`config.mk`:
```
export PLATFORM = sky130hd
export DESIGN_NAME = dma_ddr_port
export DESIGN_NICKNAME = d
export VERILOG_FILES = /design/src/source/dma_axi_pkg.sv /design/src/source/dma_cfg_pkg.sv /design/src/source/dma_feature_reader.sv /design/src/source/dma_feature_writer.sv /design/src/source/dma_ddr_prioritizer.sv /design/src/source/dma_ddr_port.sv
export SDC_FILE = /design/constraint.sdc
export NUM_CORES = 1
export LEC_CHECK = 0
export BUFFER_PORTS_ARGS = -buffer_cell sky130_fd_sc_hd__buf_4
export CAP_MARGIN = 10
export CORE_MARGIN = 4
export CORE_UTILIZATION = 53
export DETAILED_ROUTE_END_ITERATION = 12
export PLACE_DENSITY = 0.95
export SETUP_SLACK_MARGIN = 0.1
export SYNTH_ARGS = -nofsm -noshare
export SYNTH_HDL_FRONTEND = slang
export SYNTH_HIERARCHICAL = 1
export SYNTH_SLANG_ARGS = --single-unit
```
`constraint.sdc`:
```
create_clock -name clk_ddr -period 6.33 [get_ports clk_ddr]
set_input_delay 0.3165 -clock clk_ddr [delete_from_list [all_inputs] [get_ports clk_ddr]]
set_output_delay 0.3165 -clock clk_ddr [all_outputs]
set_load 0.1 [all_outputs]
```
`src/source/dma_axi_pkg.sv`:
```
`default_nettype none

package dma_axi_pkg;

    //////////////////////////////////////////////////////////////////////
    // AXI4 field widths
    //////////////////////////////////////////////////////////////////////

    // the AXI4 spec fixes axlen at 8 bits even when bursts are shorter
    localparam int AXI_LEN_WIDTH = 8;

    // axsize carries the log2 of the bytes moved per beat
    localparam int AXI_SIZE_WIDTH = 3;

    localparam int AXI_BURST_WIDTH = 2;

    //////////////////////////////////////////////////////////////////////
    // AXI4 types
    //////////////////////////////////////////////////////////////////////

    // burst type encodings come from the AXI4 spec
    // this core only ever issues incrementing bursts
    typedef enum logic [AXI_BURST_WIDTH-1:0] {
        FIXED = 2'd0,
        INCR  = 2'd1,
        WRAP  = 2'd2
    } axi_burst_e;

    typedef logic [AXI_LEN_WIDTH-1:0] axi_len_t;

endpackage

`default_nettype wire

```
`src/source/dma_cfg_pkg.sv`:
```
`default_nettype none

package dma_cfg_pkg;

    //////////////////////////////////////////////////////////////////////
    // DDR geometry
    //////////////////////////////////////////////////////////////////////

    // byte address into global memory
    localparam int DDR_ADDR_WIDTH = 32;
    localparam int DDR_DATA_BYTES = 4;

    // internal burst length field, a burst holds 2**DDR_BURST_WIDTH words
    localparam int DDR_BURST_WIDTH = 2;
    localparam int BURST_WORDS = 2 ** DDR_BURST_WIDTH;
    localparam int BURST_BYTES = BURST_WORDS * DDR_DATA_BYTES;

    // every beat moves a whole DDR word
    localparam int DDR_SIZE_CODE = $clog2(DDR_DATA_BYTES);

    //////////////////////////////////////////////////////////////////////
    // data types
    //////////////////////////////////////////////////////////////////////

    typedef logic [DDR_ADDR_WIDTH-1:0]   ddr_addr_t;
    typedef logic [8*DDR_DATA_BYTES-1:0] ddr_data_t;
    typedef logic [DDR_DATA_BYTES-1:0]   ddr_strb_t;
    typedef logic [DDR_BURST_WIDTH-1:0]  burst_len_t;

    // a descriptor names its length in whole bursts
    typedef logic [7:0] burst_count_t;

    // the reader and writer each run a two state control loop
    typedef enum logic {RD_IDLE, RD_ACTIVE} rd_state_e;
    typedef enum logic {WR_IDLE, WR_ACTIVE} wr_state_e;

endpackage

`default_nettype wire

```
`src/source/dma_feature_reader.sv`:
```
`timescale 1ns/10ps
`default_nettype none

module dma_feature_reader (
    input  wire                       clk_ddr,
    input  wire                       i_rst,

    // read descriptor
    input  wire                       i_rd_start,
    input  dma_cfg_pkg::ddr_addr_t    i_rd_addr,
    input  dma_cfg_pkg::burst_count_t i_rd_bursts,

    // read address channel towards the prioritizer
    output logic                      o_ddr_arvalid,
    output dma_cfg_pkg::ddr_addr_t    o_ddr_araddr,
    output dma_cfg_pkg::burst_len_t   o_ddr_arlen,
    input  wire                       i_ddr_arready,

    // read data channel from DDR
    input  wire                       i_ddr_rvalid,
    input  dma_cfg_pkg::ddr_data_t    i_ddr_rdata,
    output logic                      o_ddr_rready,

    // outgoing read stream
    output logic                      o_rd_valid,
    output dma_cfg_pkg::ddr_data_t    o_rd_data,
    input  wire                       i_rd_ready,

    output logic                      o_rd_busy,
    output logic                      o_rd_done
);

    import dma_cfg_pkg::*;

    rd_state_e    state;
    burst_count_t req_left;
    // beats still to come back, bursts times BURST_WORDS
    logic [$bits(burst_count_t)+DDR_BURST_WIDTH-1:0] beats_left;
    logic         ar_fire;
    logic         r_fire;

    // the R channel is not buffered here, so the stream consumer
    // throttles DDR directly through rready
    assign o_rd_valid   = i_ddr_rvalid;
    assign o_rd_data    = i_ddr_rdata;
    assign o_ddr_rready = i_rd_ready;

    // every burst is a full one
    assign o_ddr_arlen = burst_len_t'(BURST_WORDS - 1);
    assign o_rd_busy   = (state == RD_ACTIVE);

    assign ar_fire = o_ddr_arvalid & i_ddr_arready;
    // beats only count against a running descriptor
    assign r_fire  = i_ddr_rvalid & i_rd_ready & o_rd_busy;

    //////////////////////////////////////////////////////////////////////
    // request and beat counting
    //////////////////////////////////////////////////////////////////////

    // requests and returning beats are counted apart, so several
    // bursts can be in flight while earlier data is still streaming
    always_ff @(posedge clk_ddr) begin
        if (i_rst) begin
            state         <= RD_IDLE;
            o_ddr_arvalid <= 1'b0;
            o_rd_done     <= 1'b0;
            req_left      <= '0;
            beats_left    <= '0;
        end else begin
            o_rd_done <= 1'b0;
            case (state)
                RD_IDLE: begin
                    if (i_rd_start) begin
                        state         <= RD_ACTIVE;
                        o_ddr_arvalid <= 1'b1;
                        req_left      <= i_rd_bursts;
                        beats_left    <= {i_rd_bursts, {DDR_BURST_WIDTH{1'b0}}};
                    end
                end
                RD_ACTIVE: begin
                    // arvalid holds until the final request is taken
                    if (ar_fire) begin
                        req_left <= req_left - 1'b1;
                        if (req_left == burst_count_t'(1)) begin
                            o_ddr_arvalid <= 1'b0;
                        end
                    end
                    if (r_fire) begin
                        beats_left <= beats_left - 1'b1;
                        if (beats_left == 1) begin
                            state     <= RD_IDLE;
                            o_rd_done <= 1'b1;
                        end
                    end
                end
                default: state <= RD_IDLE;
            endcase
        end
    end

    // the address moves one burst on each accepted request
    always_ff @(posedge clk_ddr) begin
        if (!o_rd_busy && i_rd_start) begin
            o_ddr_araddr <= i_rd_addr;
        end else if (ar_fire) begin
            o_ddr_araddr <= o_ddr_araddr + ddr_addr_t'(BURST_BYTES);
        end
    end

endmodule

`default_nettype wire

```
`src/source/dma_feature_writer.sv`:
```
`timescale 1ns/10ps
`default_nettype none

module dma_feature_writer (
    input  wire                       clk_ddr,
    input  wire                       i_rst,

    // write descriptor
    input  wire                       i_wr_start,
    input  dma_cfg_pkg::ddr_addr_t    i_wr_addr,
    input  dma_cfg_pkg::burst_count_t i_wr_bursts,

    // incoming write stream
    input  wire                       i_wr_valid,
    input  dma_cfg_pkg::ddr_data_t    i_wr_data,
    output logic                      o_wr_ready,

    // write address channel
    output logic                      o_ddr_awvalid,
    output dma_cfg_pkg::ddr_addr_t    o_ddr_awaddr,
    output dma_cfg_pkg::burst_len_t   o_ddr_awlen,
    input  wire                       i_ddr_awready,

    // write data channel
    output logic                      o_ddr_wvalid,
    output dma_cfg_pkg::ddr_data_t    o_ddr_wdata,
    output dma_cfg_pkg::ddr_strb_t    o_ddr_wstrb,
    output logic                      o_ddr_wlast,
    input  wire                       i_ddr_wready,

    // write response channel
    input  wire                       i_ddr_bvalid,
    output logic                      o_ddr_bready,

    output logic                      o_wr_busy,
    output logic                      o_wr_done
);

    import dma_cfg_pkg::*;

    wr_state_e    state;
    burst_count_t aw_left;
    burst_count_t b_left;
    logic [$bits(burst_count_t)+DDR_BURST_WIDTH-1:0] w_left;
    // position of the current beat inside its burst
    burst_len_t   beat_idx;
    logic         w_owed;
    logic         aw_fire;
    logic         w_fire;
    logic         b_fire;

    assign o_wr_busy = (state == WR_ACTIVE);
    assign w_owed    = o_wr_busy && (w_left != '0);

    // the stream maps onto the W channel beat for beat
    assign o_ddr_wvalid = w_owed & i_wr_valid;
    assign o_wr_ready   = w_owed & i_ddr_wready;
    assign o_ddr_wdata  = i_wr_data;
    assign o_ddr_wstrb  = '1;
    assign o_ddr_wlast  = (beat_idx == burst_len_t'(BURST_WORDS - 1));

    assign o_ddr_awlen  = burst_len_t'(BURST_WORDS - 1);
    // responses are always welcome while a descriptor runs
    assign o_ddr_bready = o_wr_busy;

    assign aw_fire = o_ddr_awvalid & i_ddr_awready;
    assign w_fire  = o_ddr_wvalid & i_ddr_wready;
    assign b_fire  = i_ddr_bvalid & o_ddr_bready;

    //////////////////////////////////////////////////////////////////////
    // AW, W and B counters
    //////////////////////////////////////////////////////////////////////

    // the three channels advance on their own, so W may run ahead of
    // or behind AW, and only the last B closes the descriptor
    always_ff @(posedge clk_ddr) begin
        if (i_rst) begin
            state         <= WR_IDLE;
            o_ddr_awvalid <= 1'b0;
            o_wr_done     <= 1'b0;
            aw_left       <= '0;
            w_left        <= '0;
            b_left        <= '0;
            beat_idx      <= '0;
        end else begin
            o_wr_done <= 1'b0;
            case (state)
                WR_IDLE: begin
                    if (i_wr_start) begin
                        state         <= WR_ACTIVE;
                        o_ddr_awvalid <= 1'b1;
                        aw_left       <= i_wr_bursts;
                        b_left        <= i_wr_bursts;
                        w_left        <= {i_wr_bursts, {DDR_BURST_WIDTH{1'b0}}};
                        beat_idx      <= '0;
                    end
                end
                WR_ACTIVE: begin
                    if (aw_fire) begin
                        aw_left <= aw_left - 1'b1;
                        if (aw_left == burst_count_t'(1)) begin
                            o_ddr_awvalid <= 1'b0;
                        end
                    end
                    // beat_idx wraps on its own after the wlast beat
                    if (w_fire) begin
                        w_left   <= w_left - 1'b1;
                        beat_idx <= beat_idx + 1'b1;
                    end
                    if (b_fire) begin
                        b_left <= b_left - 1'b1;
                        if (b_left == burst_count_t'(1)) begin
                            state     <= WR_IDLE;
                            o_wr_done <= 1'b1;
                        end
                    end
                end
                default: state <= WR_IDLE;
            endcase
        end
    end

    // the write address steps one burst per accepted AW
    always_ff @(posedge clk_ddr) begin
        if (!o_wr_busy && i_wr_start) begin
            o_ddr_awaddr <= i_wr_addr;
        end else if (aw_fire) begin
            o_ddr_awaddr <= o_ddr_awaddr + ddr_addr_t'(BURST_BYTES);
        end
    end

endmodule

`default_nettype wire

```
`src/source/dma_ddr_prioritizer.sv`:
```
`timescale 1ns/10ps
`default_nettype none

module dma_ddr_prioritizer (
    input  wire                                        clk_ddr,
    input  wire                                        i_rst,

    // requests from the reader and the writer
    input  wire                                        i_rd_arvalid,
    input  dma_cfg_pkg::burst_len_t                    i_rd_arlen,
    output logic                                       o_rd_arready,
    input  wire                                        i_wr_awvalid,
    input  dma_cfg_pkg::burst_len_t                    i_wr_awlen,
    output logic                                       o_wr_awready,
    input  wire                                        i_wr_wvalid,
    output logic                                       o_wr_wready,

    // DDR side of the AR, AW and W handshakes
    output logic                                       o_ddr_arvalid,
    output dma_axi_pkg::axi_len_t                      o_ddr_arlen,
    output logic [dma_axi_pkg::AXI_SIZE_WIDTH-1:0]     o_ddr_arsize,
    output dma_axi_pkg::axi_burst_e                    o_ddr_arburst,
    input  wire                                        i_ddr_arready,
    output logic                                       o_ddr_awvalid,
    output dma_axi_pkg::axi_len_t                      o_ddr_awlen,
    output logic [dma_axi_pkg::AXI_SIZE_WIDTH-1:0]     o_ddr_awsize,
    output dma_axi_pkg::axi_burst_e                    o_ddr_awburst,
    input  wire                                        i_ddr_awready,
    output logic                                       o_ddr_wvalid,
    input  wire                                        i_ddr_wready
);

    import dma_axi_pkg::*;
    import dma_cfg_pkg::*;

    // set when last cycle showed arvalid without arready
    logic rd_hold;
    logic wr_wins;

    //////////////////////////////////////////////////////////////////////
    // write over read priority
    //////////////////////////////////////////////////////////////////////

    // a pending read must keep arvalid up until DDR takes it, so all
    // write traffic waits for that one cycle at least
    assign o_ddr_awvalid = i_wr_awvalid & ~rd_hold;
    assign o_ddr_wvalid  = i_wr_wvalid & ~rd_hold;
    assign o_wr_awready  = i_ddr_awready & ~rd_hold;
    assign o_wr_wready   = i_ddr_wready & ~rd_hold;

    // with no read held, any write activity keeps a new read back
    // R and B are left alone since returning data never conflicts
    assign wr_wins       = o_ddr_awvalid | o_ddr_wvalid;
    assign o_ddr_arvalid = i_rd_arvalid & ~wr_wins;
    assign o_rd_arready  = i_ddr_arready & ~wr_wins;

    always_ff @(posedge clk_ddr) begin
        if (i_rst) begin
            rd_hold <= 1'b0;
        end else begin
            rd_hold <= o_ddr_arvalid & ~i_ddr_arready;
        end
    end

    // internal burst lengths widen to the 8 bit AXI field
    assign o_ddr_arlen = axi_len_t'(i_rd_arlen);
    assign o_ddr_awlen = axi_len_t'(i_wr_awlen);

    // full width incrementing bursts on both address channels
    assign o_ddr_arsize  = AXI_SIZE_WIDTH'(DDR_SIZE_CODE);
    assign o_ddr_awsize  = AXI_SIZE_WIDTH'(DDR_SIZE_CODE);
    assign o_ddr_arburst = INCR;
    assign o_ddr_awburst = INCR;

endmodule

`default_nettype wire

```
`src/source/dma_ddr_port.sv`:
```
`timescale 1ns/10ps
`default_nettype none

module dma_ddr_port (
    input  wire                                    clk_ddr,
    input  wire                                    i_rst,

    // descriptors
    input  wire                                    i_rd_start,
    input  dma_cfg_pkg::ddr_addr_t                 i_rd_addr,
    input  dma_cfg_pkg::burst_count_t              i_rd_bursts,
    input  wire                                    i_wr_start,
    input  dma_cfg_pkg::ddr_addr_t                 i_wr_addr,
    input  dma_cfg_pkg::burst_count_t              i_wr_bursts,

    // read and write streams
    output logic                                   o_rd_valid,
    output dma_cfg_pkg::ddr_data_t                 o_rd_data,
    input  wire                                    i_rd_ready,
    input  wire                                    i_wr_valid,
    input  dma_cfg_pkg::ddr_data_t                 i_wr_data,
    output logic                                   o_wr_ready,

    // status
    output logic                                   o_rd_busy,
    output logic                                   o_rd_done,
    output logic                                   o_wr_busy,
    output logic                                   o_wr_done,

    // AXI4 master to DDR
    output logic                                   o_ddr_arvalid,
    output dma_cfg_pkg::ddr_addr_t                 o_ddr_araddr,
    output dma_axi_pkg::axi_len_t                  o_ddr_arlen,
    output logic [dma_axi_pkg::AXI_SIZE_WIDTH-1:0] o_ddr_arsize,
    output dma_axi_pkg::axi_burst_e                o_ddr_arburst,
    input  wire                                    i_ddr_arready,
    input  wire                                    i_ddr_rvalid,
    input  dma_cfg_pkg::ddr_data_t                 i_ddr_rdata,
    output logic                                   o_ddr_rready,
    output logic                                   o_ddr_awvalid,
    output dma_cfg_pkg::ddr_addr_t                 o_ddr_awaddr,
    output dma_axi_pkg::axi_len_t                  o_ddr_awlen,
    output logic [dma_axi_pkg::AXI_SIZE_WIDTH-1:0] o_ddr_awsize,
    output dma_axi_pkg::axi_burst_e                o_ddr_awburst,
    input  wire                                    i_ddr_awready,
    output logic                                   o_ddr_wvalid,
    output dma_cfg_pkg::ddr_data_t                 o_ddr_wdata,
    output dma_cfg_pkg::ddr_strb_t                 o_ddr_wstrb,
    output logic                                   o_ddr_wlast,
    input  wire                                    i_ddr_wready,
    input  wire                                    i_ddr_bvalid,
    output logic                                   o_ddr_bready
);

    import dma_cfg_pkg::*;

    // reader and writer handshakes before the priority forcing
    logic       rd_arvalid;
    logic       rd_arready;
    burst_len_t rd_arlen;
    logic       wr_awvalid;
    logic       wr_awready;
    burst_len_t wr_awlen;
    logic       wr_wvalid;
    logic       wr_wready;

    dma_feature_reader u_reader (
        .clk_ddr       (clk_ddr),
        .i_rst         (i_rst),
        .i_rd_start    (i_rd_start),
        .i_rd_addr     (i_rd_addr),
        .i_rd_bursts   (i_rd_bursts),
        .o_ddr_arvalid (rd_arvalid),
        .o_ddr_araddr  (o_ddr_araddr),
        .o_ddr_arlen   (rd_arlen),
        .i_ddr_arready (rd_arready),
        .i_ddr_rvalid  (i_ddr_rvalid),
        .i_ddr_rdata   (i_ddr_rdata),
        .o_ddr_rready  (o_ddr_rready),
        .o_rd_valid    (o_rd_valid),
        .o_rd_data     (o_rd_data),
        .i_rd_ready    (i_rd_ready),
        .o_rd_busy     (o_rd_busy),
        .o_rd_done     (o_rd_done)
    );

    // address, data, strobe and last leave the writer directly, only the
    // valid and ready pairs pass through the prioritizer
    dma_feature_writer u_writer (
        .clk_ddr       (clk_ddr),
        .i_rst         (i_rst),
        .i_wr_start    (i_wr_start),
        .i_wr_addr     (i_wr_addr),
        .i_wr_bursts   (i_wr_bursts),
        .i_wr_valid    (i_wr_valid),
        .i_wr_data     (i_wr_data),
        .o_wr_ready    (o_wr_ready),
        .o_ddr_awvalid (wr_awvalid),
        .o_ddr_awaddr  (o_ddr_awaddr),
        .o_ddr_awlen   (wr_awlen),
        .i_ddr_awready (wr_awready),
        .o_ddr_wvalid  (wr_wvalid),
        .o_ddr_wdata   (o_ddr_wdata),
        .o_ddr_wstrb   (o_ddr_wstrb),
        .o_ddr_wlast   (o_ddr_wlast),
        .i_ddr_wready  (wr_wready),
        .i_ddr_bvalid  (i_ddr_bvalid),
        .o_ddr_bready  (o_ddr_bready),
        .o_wr_busy     (o_wr_busy),
        .o_wr_done     (o_wr_done)
    );

    dma_ddr_prioritizer u_prioritizer (
        .clk_ddr       (clk_ddr),
        .i_rst         (i_rst),
        .i_rd_arvalid  (rd_arvalid),
        .i_rd_arlen    (rd_arlen),
        .o_rd_arready  (rd_arready),
        .i_wr_awvalid  (wr_awvalid),
        .i_wr_awlen    (wr_awlen),
        .o_wr_awready  (wr_awready),
        .i_wr_wvalid   (wr_wvalid),
        .o_wr_wready   (wr_wready),
        .o_ddr_arvalid (o_ddr_arvalid),
        .o_ddr_arlen   (o_ddr_arlen),
        .o_ddr_arsize  (o_ddr_arsize),
        .o_ddr_arburst (o_ddr_arburst),
        .i_ddr_arready (i_ddr_arready),
        .o_ddr_awvalid (o_ddr_awvalid),
        .o_ddr_awlen   (o_ddr_awlen),
        .o_ddr_awsize  (o_ddr_awsize),
        .o_ddr_awburst (o_ddr_awburst),
        .i_ddr_awready (i_ddr_awready),
        .o_ddr_wvalid  (o_ddr_wvalid),
        .i_ddr_wready  (i_ddr_wready)
    );

endmodule

`default_nettype wire

```
==> impl_metrics.tcl, run 1 <==
set metrics [dict create \
    synth_top_area_cell "edfxtp_1" \
    rows 43 \
    synth_edf_count 64 \
    synthTopCellsByArea "edfxtp_1, dfxtp_1, buf_4, nand2_1, nor2_1" \
    fmax_ghz 0.2940 \
    critPathSlowestCell "nand2_1" \
    min_path_type "primary input to register" \
    hold_path.startpoint "i_rd_addr[5]" \
    syn_avg_cell_area_um2 8.512 \
    drtPass1Iterations 5 \
    finalSetupViolCount 0 \
    holdBufCountCts 0 \
    cpLargestDelayFamily "simple AND/OR/NAND/NOR gates" \
    synth_common_cells "buf_4, nand2_1, nor2_1, edfxtp_1, dfxtp_1" \
    drc 0 \
    post-route-min-period_ns 3.401 \
    path_common_cell "nand2_1" \
    yosysWarnings 6 \
    cp_max_fo 28 \
    grt_pass1_vias 6605 \
    ys_ff_latch 117 \
    synth_seq_area_share_pct 38.81 \
    min_delay_path_depth 3 \
    setup_tns_ns 0 \
    worst_slack_ns 2.929 \
    routed_via_density 6.206 \
    power_density_nw_per_um2 313.1 \
    syn-cell-area_um2 7686 \
    cts_buffers 17 \
    die_area_um2 16490 \
    tightest_slew_ns 1.270 \
    cts_tree "built" \
    ant_nets 0 \
    path_depth 9 \
    area_delta_synth_final_pct 17.09 \
    vias 7286 \
    wl_per_cell_um 18.00 \
    nNetsFinal 1148 \
    crit_buf_inv 1 \
    synth_most_common_cell "buf_4" \
    start_util_pct 54.74 \
    port_buffers 166 \
    dp.cells 1141 \
    outcome "complete, no violations" \
    rsz0062_at_grt "no" \
    drive_gt1_share_pct 22.84 \
    instances_no_fill 1174 \
    overflow 0 \
    critPathMaxStageDelay_ns 0.92 \
    p_leak_nw 3.538 \
    cts_root_buffer "clkbuf_16" \
    cp_cell_sequence "inv_1 -> ha_1 -> nor4b_1 -> nand2_1 -> and3_1 -> o21bai_4 -> and2_1 -> nand2_1 -> nand2_1" \
    chipWidth_um 128.4 \
    cp-end-kind "register" \
    max-slew-margin-rel_pct 15.15 \
    gp_congestion 0.8956 \
    pre_cts_ws_ns 3.083 \
    arrival_ns 3.43 \
    io_pins 325 \
    grt_max_degree 47 \
    ctsResizeCount 0 \
    cts_buffer_depth 2 \
    finClkSkew_ns 0.006899 \
    synth_cell_types 76 \
    antenna_found_initial 0 \
    clk_pin_slew_ns 0.06 \
    drv_cap 0 \
    r2r_cells 9 \
    crit_path_start_kind "register" \
    fin_crit_sh_pct 53.73 \
    timing.rr.start "u_writer/w_left[0]" \
    antenna_cells 0 \
    coreArea_um2 14040 \
    critPathKind "register to register" \
    clkSinkCount 117 \
    slew_violations 0 \
    synth_top_area_share_pct 25.00 \
    cts_setup_buffers 0 \
    wirelength_mm 21.13 \
    hpwl_mm 14.48 \
    async_flop_share_pct 0 \
    netlist_instances 903 \
    crit_start "u_writer/w_left[0]" \
    ir_drop_v 0.0002294 \
    cp_data_required_time_ns 6.36 \
    clock_latency_ns 0.42 \
    gr-usage-all-layers_pct 24.20 \
    fp.dieH_um 128.4 \
    synth-main-ff-cell "edfxtp_1" \
    h-tree-depth 4 \
    grt_pass1_wl_mm 32.22 \
    finalHoldViolations 0 \
    drt_iter0_markers 768 \
]
final timing paths:
path,end,slack [ns]
max reg2reg,u_reader/o_ddr_araddr[17],2.93
max,u_reader/o_ddr_araddr[17],2.93
min reg2reg,u_writer/w_left[8],0.48
min,u_reader/o_ddr_araddr[5],0.16
area by class of cell:
cell class / count / area, µm²
tap: 180 / 225.2
inverter: 25 / 93.84
multi-input combinational: 647 / 3790
clock buffer: 17 / 425.4
clock inverter: 15 / 163.9
timing repair buffer: 173 / 1319
sequential: 117 / 2983
fill: 1142 / 5042
sequential cells by signal, summed over array words and instances, names as in the netlist, 2 cells and up:
signal / flops
u_reader/req_left: 8
u_reader/o_ddr_araddr: 32
u_writer/w_left: 10
u_writer/aw_left: 8
u_writer/b_left: 8
u_writer/o_ddr_awaddr: 32
u_writer/beat_idx: 2
u_reader/beats_left: 10
per-layer routing:
layer,global-route usage [%],part of all wire [%]
met5,0,0
met4,11.30,3.0
met3,6.808,9.7
met2,40.97,50
met1,28.40,37
placed cells by master (no fill, tap or decap), types with 7 or more instances in the layout:
cell type / n
conb_1: 30
and2_1: 16
xnor2_1: 17
nand2b_1: 7
o31ai_1: 14
or4_1: 15
o21ai_1: 16
dfxtp_1: 53
edfxtp_1: 64
nor4_1: 10
a31oi_1: 30
inv_1: 22
buf_4: 172
o21ai_0: 45
and3_1: 17
a21oi_1: 46
or3_1: 12
nand3_1: 38
nor2_1: 80
nor3_1: 17
nand2_1: 94
nor2b_1: 9
xor2_1: 8
nand4_1: 15
ha_1: 12
clkbuf_16: 17
logic make-up (layout without fill, tap and decap cells):
| logic type | Yosys count | in the layout | share of synthesized area, % |
|---|---|---|---|
| DFF | 117 | 117 | 38.81 |
| xor gates and xnor gates | 25 | 25 | 2.849 |
| buffers and inverters | 165 | 230 | 13.15 |
| other | 4 | 30 | 0.1953 |
| and+or+nand+nor | 367 | 367 | 25.22 |
| AOI/OAI and AO/OA | 213 | 213 | 17.83 |
| adders and majority gates | 12 | 12 | 1.953 |
where the power goes:
group	total (W)	leakage, nW	switching (W)	internal [W]
Clock	0.000972	0.276	0.000360	0.000612
Sequential	0.000986	1.06	0.0000946	0.000891
Combinational	0.000860	2.21	0.000643	0.000218
metrics by stage:
step	total power, W	hold WS, ns	instance area [µm²]	utilization [%]
global route	0.002914	0.1492	9000	64.09
finish	0.002818	0.1590	9000	64.09
CTS	0.002817	0.1369	8972	63.90
detailed placement	0.001840	0.4507	8383	59.70
global placement	0.001821	0.4505	8383	59.70
floorplan	0.001847	0.4333	7784	-
tightest hold or removal path: cells and delay by family:
family	cells	cell delay (ns)
buffers and inverters	1	0.08
and+or+nand+nor	2	0.09
Note: power is estimated with default switching activity, not from simulation.
==> inputs of run 2 (changes only) <==
CORE_UTILIZATION = 44   (was 53)
PLACE_DENSITY = 0.89   (was 0.95)
clock period = 2.8 ns   (was 6.33 ns; I/O delays follow)
==> run 2 against run 1 <==
Compared with the run above:
- non-clock buffer count grew 34
- die area grew 19%
- cell area grew 4.4%
- sequential power grew 120%
- clock power grew 120%
- flip-flop and latch count is the same
- largest power group unchanged
==> impl_metrics.tcl, run 2 (synthesized netlist as in run 1, its figures left out) <==
set metrics [dict create \
    outcome "complete, no violations" \
    overflow 0 \
    min_delay_path_depth 2 \
    wirelength_mm 20.43 \
    ir_drop_v 0.0003869 \
    finalSetupViolCount 0 \
    clk_pin_slew_ns 0.06 \
    fin_crit_sh_pct 92.36 \
    rows 48 \
    grt_max_degree 47 \
    r2r_slack_ns 0.21 \
    cts_root_buffer "clkbuf_16" \
    coreArea_um2 17240 \
    critPathSlowestCell "or4_4" \
    fmax_ghz 0.3867 \
    finalHoldViolations 0 \
    finClkSkew_ns 0.009216 \
    slew_violations 0 \
    rsz0062_at_grt "no" \
    p_leak_nw 3.704 \
    final_cell_area_um2 9400 \
    cp-end-kind "register" \
    antenna_found_initial 0 \
    top_regs "u_reader/o_ddr_araddr x32, u_writer/o_ddr_awaddr x32" \
    timing.rr.start "u_writer/w_left[6]" \
    cp_data_required_time_ns 3.13 \
    grt_pass1_vias 6672 \
    tightest_slew_ns 0.9642 \
    grt_pass1_wl_mm 32.61 \
    setup_tns_ns 0 \
    cpLargestDelayFamily "simple AND/OR/NAND/NOR gates" \
    arrival_ns 2.91 \
    fillers 1491 \
    cp_cell_sequence "or4_4 -> nor2_2 -> nand2_1 -> and3_4 -> o21bai_4 -> and2_4 -> nand3_2 -> or2_1 -> or3_1 -> a41oi_1" \
    drv_cap 0 \
    drc 0 \
    gp_congestion 0.8543 \
    wl_per_cell_um 16.30 \
    cp_max_fo 5 \
    die_area_um2 19650 \
    crit_buf_inv 0 \
    crit_path_start_kind "register" \
    most-common-layout-cells "buf_4, nand2_1, nor2_1" \
    nNetsFinal 1182 \
    max-slew-margin-rel_pct 35.13 \
    placed_area_um2 8552 \
    seq_area_um2 2988 \
    clkSinkCount 117 \
    cts_buffers 17 \
    vias 7120 \
    clock_latency_ns 0.41 \
    critPathKind "register to register" \
    final_common_cell "buf_4" \
    drtPass1Iterations 5 \
    gr-usage-all-layers_pct 19.98 \
    post-route-min-period_ns 2.586 \
    cts_tree "built" \
    multiInputGateArea_um2 3836 \
    ant_nets 0 \
    hpwl_mm 14.34 \
    fp.dieH_um 140.2 \
    area_delta_synth_final_pct 22.30 \
    min_path_type "primary input to register" \
    drive_gt1_share_pct 23.93 \
    min_to "u_writer/o_ddr_awaddr[2]" \
    r2r_cells 10 \
    timing.hold.ws_ns 0.02526 \
    drt_iter0_markers 573 \
    cts_buffer_depth 2 \
    hold_path.startpoint "i_wr_addr[2]" \
    io_pins 325 \
    port_buffers 166 \
    chipWidth_um 140.2 \
    r2r-end "u_reader/req_left[7]" \
    start_util_pct 44.59 \
    power_density_nw_per_um2 672.4 \
    routed_via_density 5.682 \
    critPathMaxStageDelay_ns 0.54 \
    h-tree-depth 4 \
    antenna_cells 0 \
]
-- run 2: metrics by stage --
stage          setup slack (ns)  util (%)  power, W  instances
2_1_floorplan           0.05998         -  0.004177        929
3_3_place_gp             0.1973     49.62  0.004153       1196
3_5_place_dp            0.01459     49.62  0.004190       1196
4_1_cts                  0.1399     54.32  0.006332       1252
5_1_grt                 0.06302     54.54  0.006581       1253
6_report                 0.2139     54.54  0.006321       1253
-- run 2: layout make-up --
class	instances	share of cell area (%)
clock buffer	23	5.204
clock inverter	9	0.7720
inverter	25	0.9983
multi-input combinational	647	40.81
sequential	117	31.78
tap	225	2.995
timing repair buffer	207	17.44
-- run 2: layer usage --
metal,global-route usage (%),share of wire (%)
met5,0,0
met2,33.72,50
met4,8.006,2.1
met1,24.22,40
met3,5.360,7.7
-- run 2: power by group --
part	switching [W]	total [W]	internal, W
Clock	0.000790	0.00210	0.00131
Combinational	0.00146	0.00201	0.000546
Sequential	0.000201	0.00221	0.00201
Total	0.00245	0.00632	0.00387
-- run 2: timing repair --
item | 4_1_cts | 5_1_grt
gates resized for setup | 2 | 7
endpoints found under the hold margin | 24 | 0
setup buffers | 0 | 1
hold buffers | 24 | 0
setup endpoints to repair | 3 | 3
pin swaps | 0 | 1
-- run 2: worst max-delay path by stage --
| stage | slack (ns) | startpoint | to | depth (start not counted) |
|---|---|---|---|---|
| 6_report | 0.21 | u_writer/w_left[6] | u_reader/req_left[7] | 10 |
| 5_1_grt | 0.06 | u_writer/w_left[6] | u_reader/req_left[7] | 10 |
| 3_5_place_dp | 0.01 | u_writer/w_left[0] | u_reader/req_left[7] | 11 |
| 3_3_place_gp | 0.20 | u_writer/w_left[0] | u_reader/req_left[7] | 11 |
| 2_1_floorplan | 0.06 | u_writer/o_ddr_awaddr[4] | u_writer/o_ddr_awaddr[20] | 6 |
| 4_1_cts | 0.14 | u_writer/w_left[6] | u_reader/req_left[7] | 10 |
-- run 2: worst register-to-register path, stage by stage (launching register included) --
cell      delay [ns]
dfxtp_1         0.35
or4_4           0.54
nor2_2          0.12
nand2_1         0.08
and3_4          0.21
o21bai_4        0.12
and2_4          0.18
nand3_2         0.11
or2_1           0.29
or3_1           0.31
a41oi_1         0.21
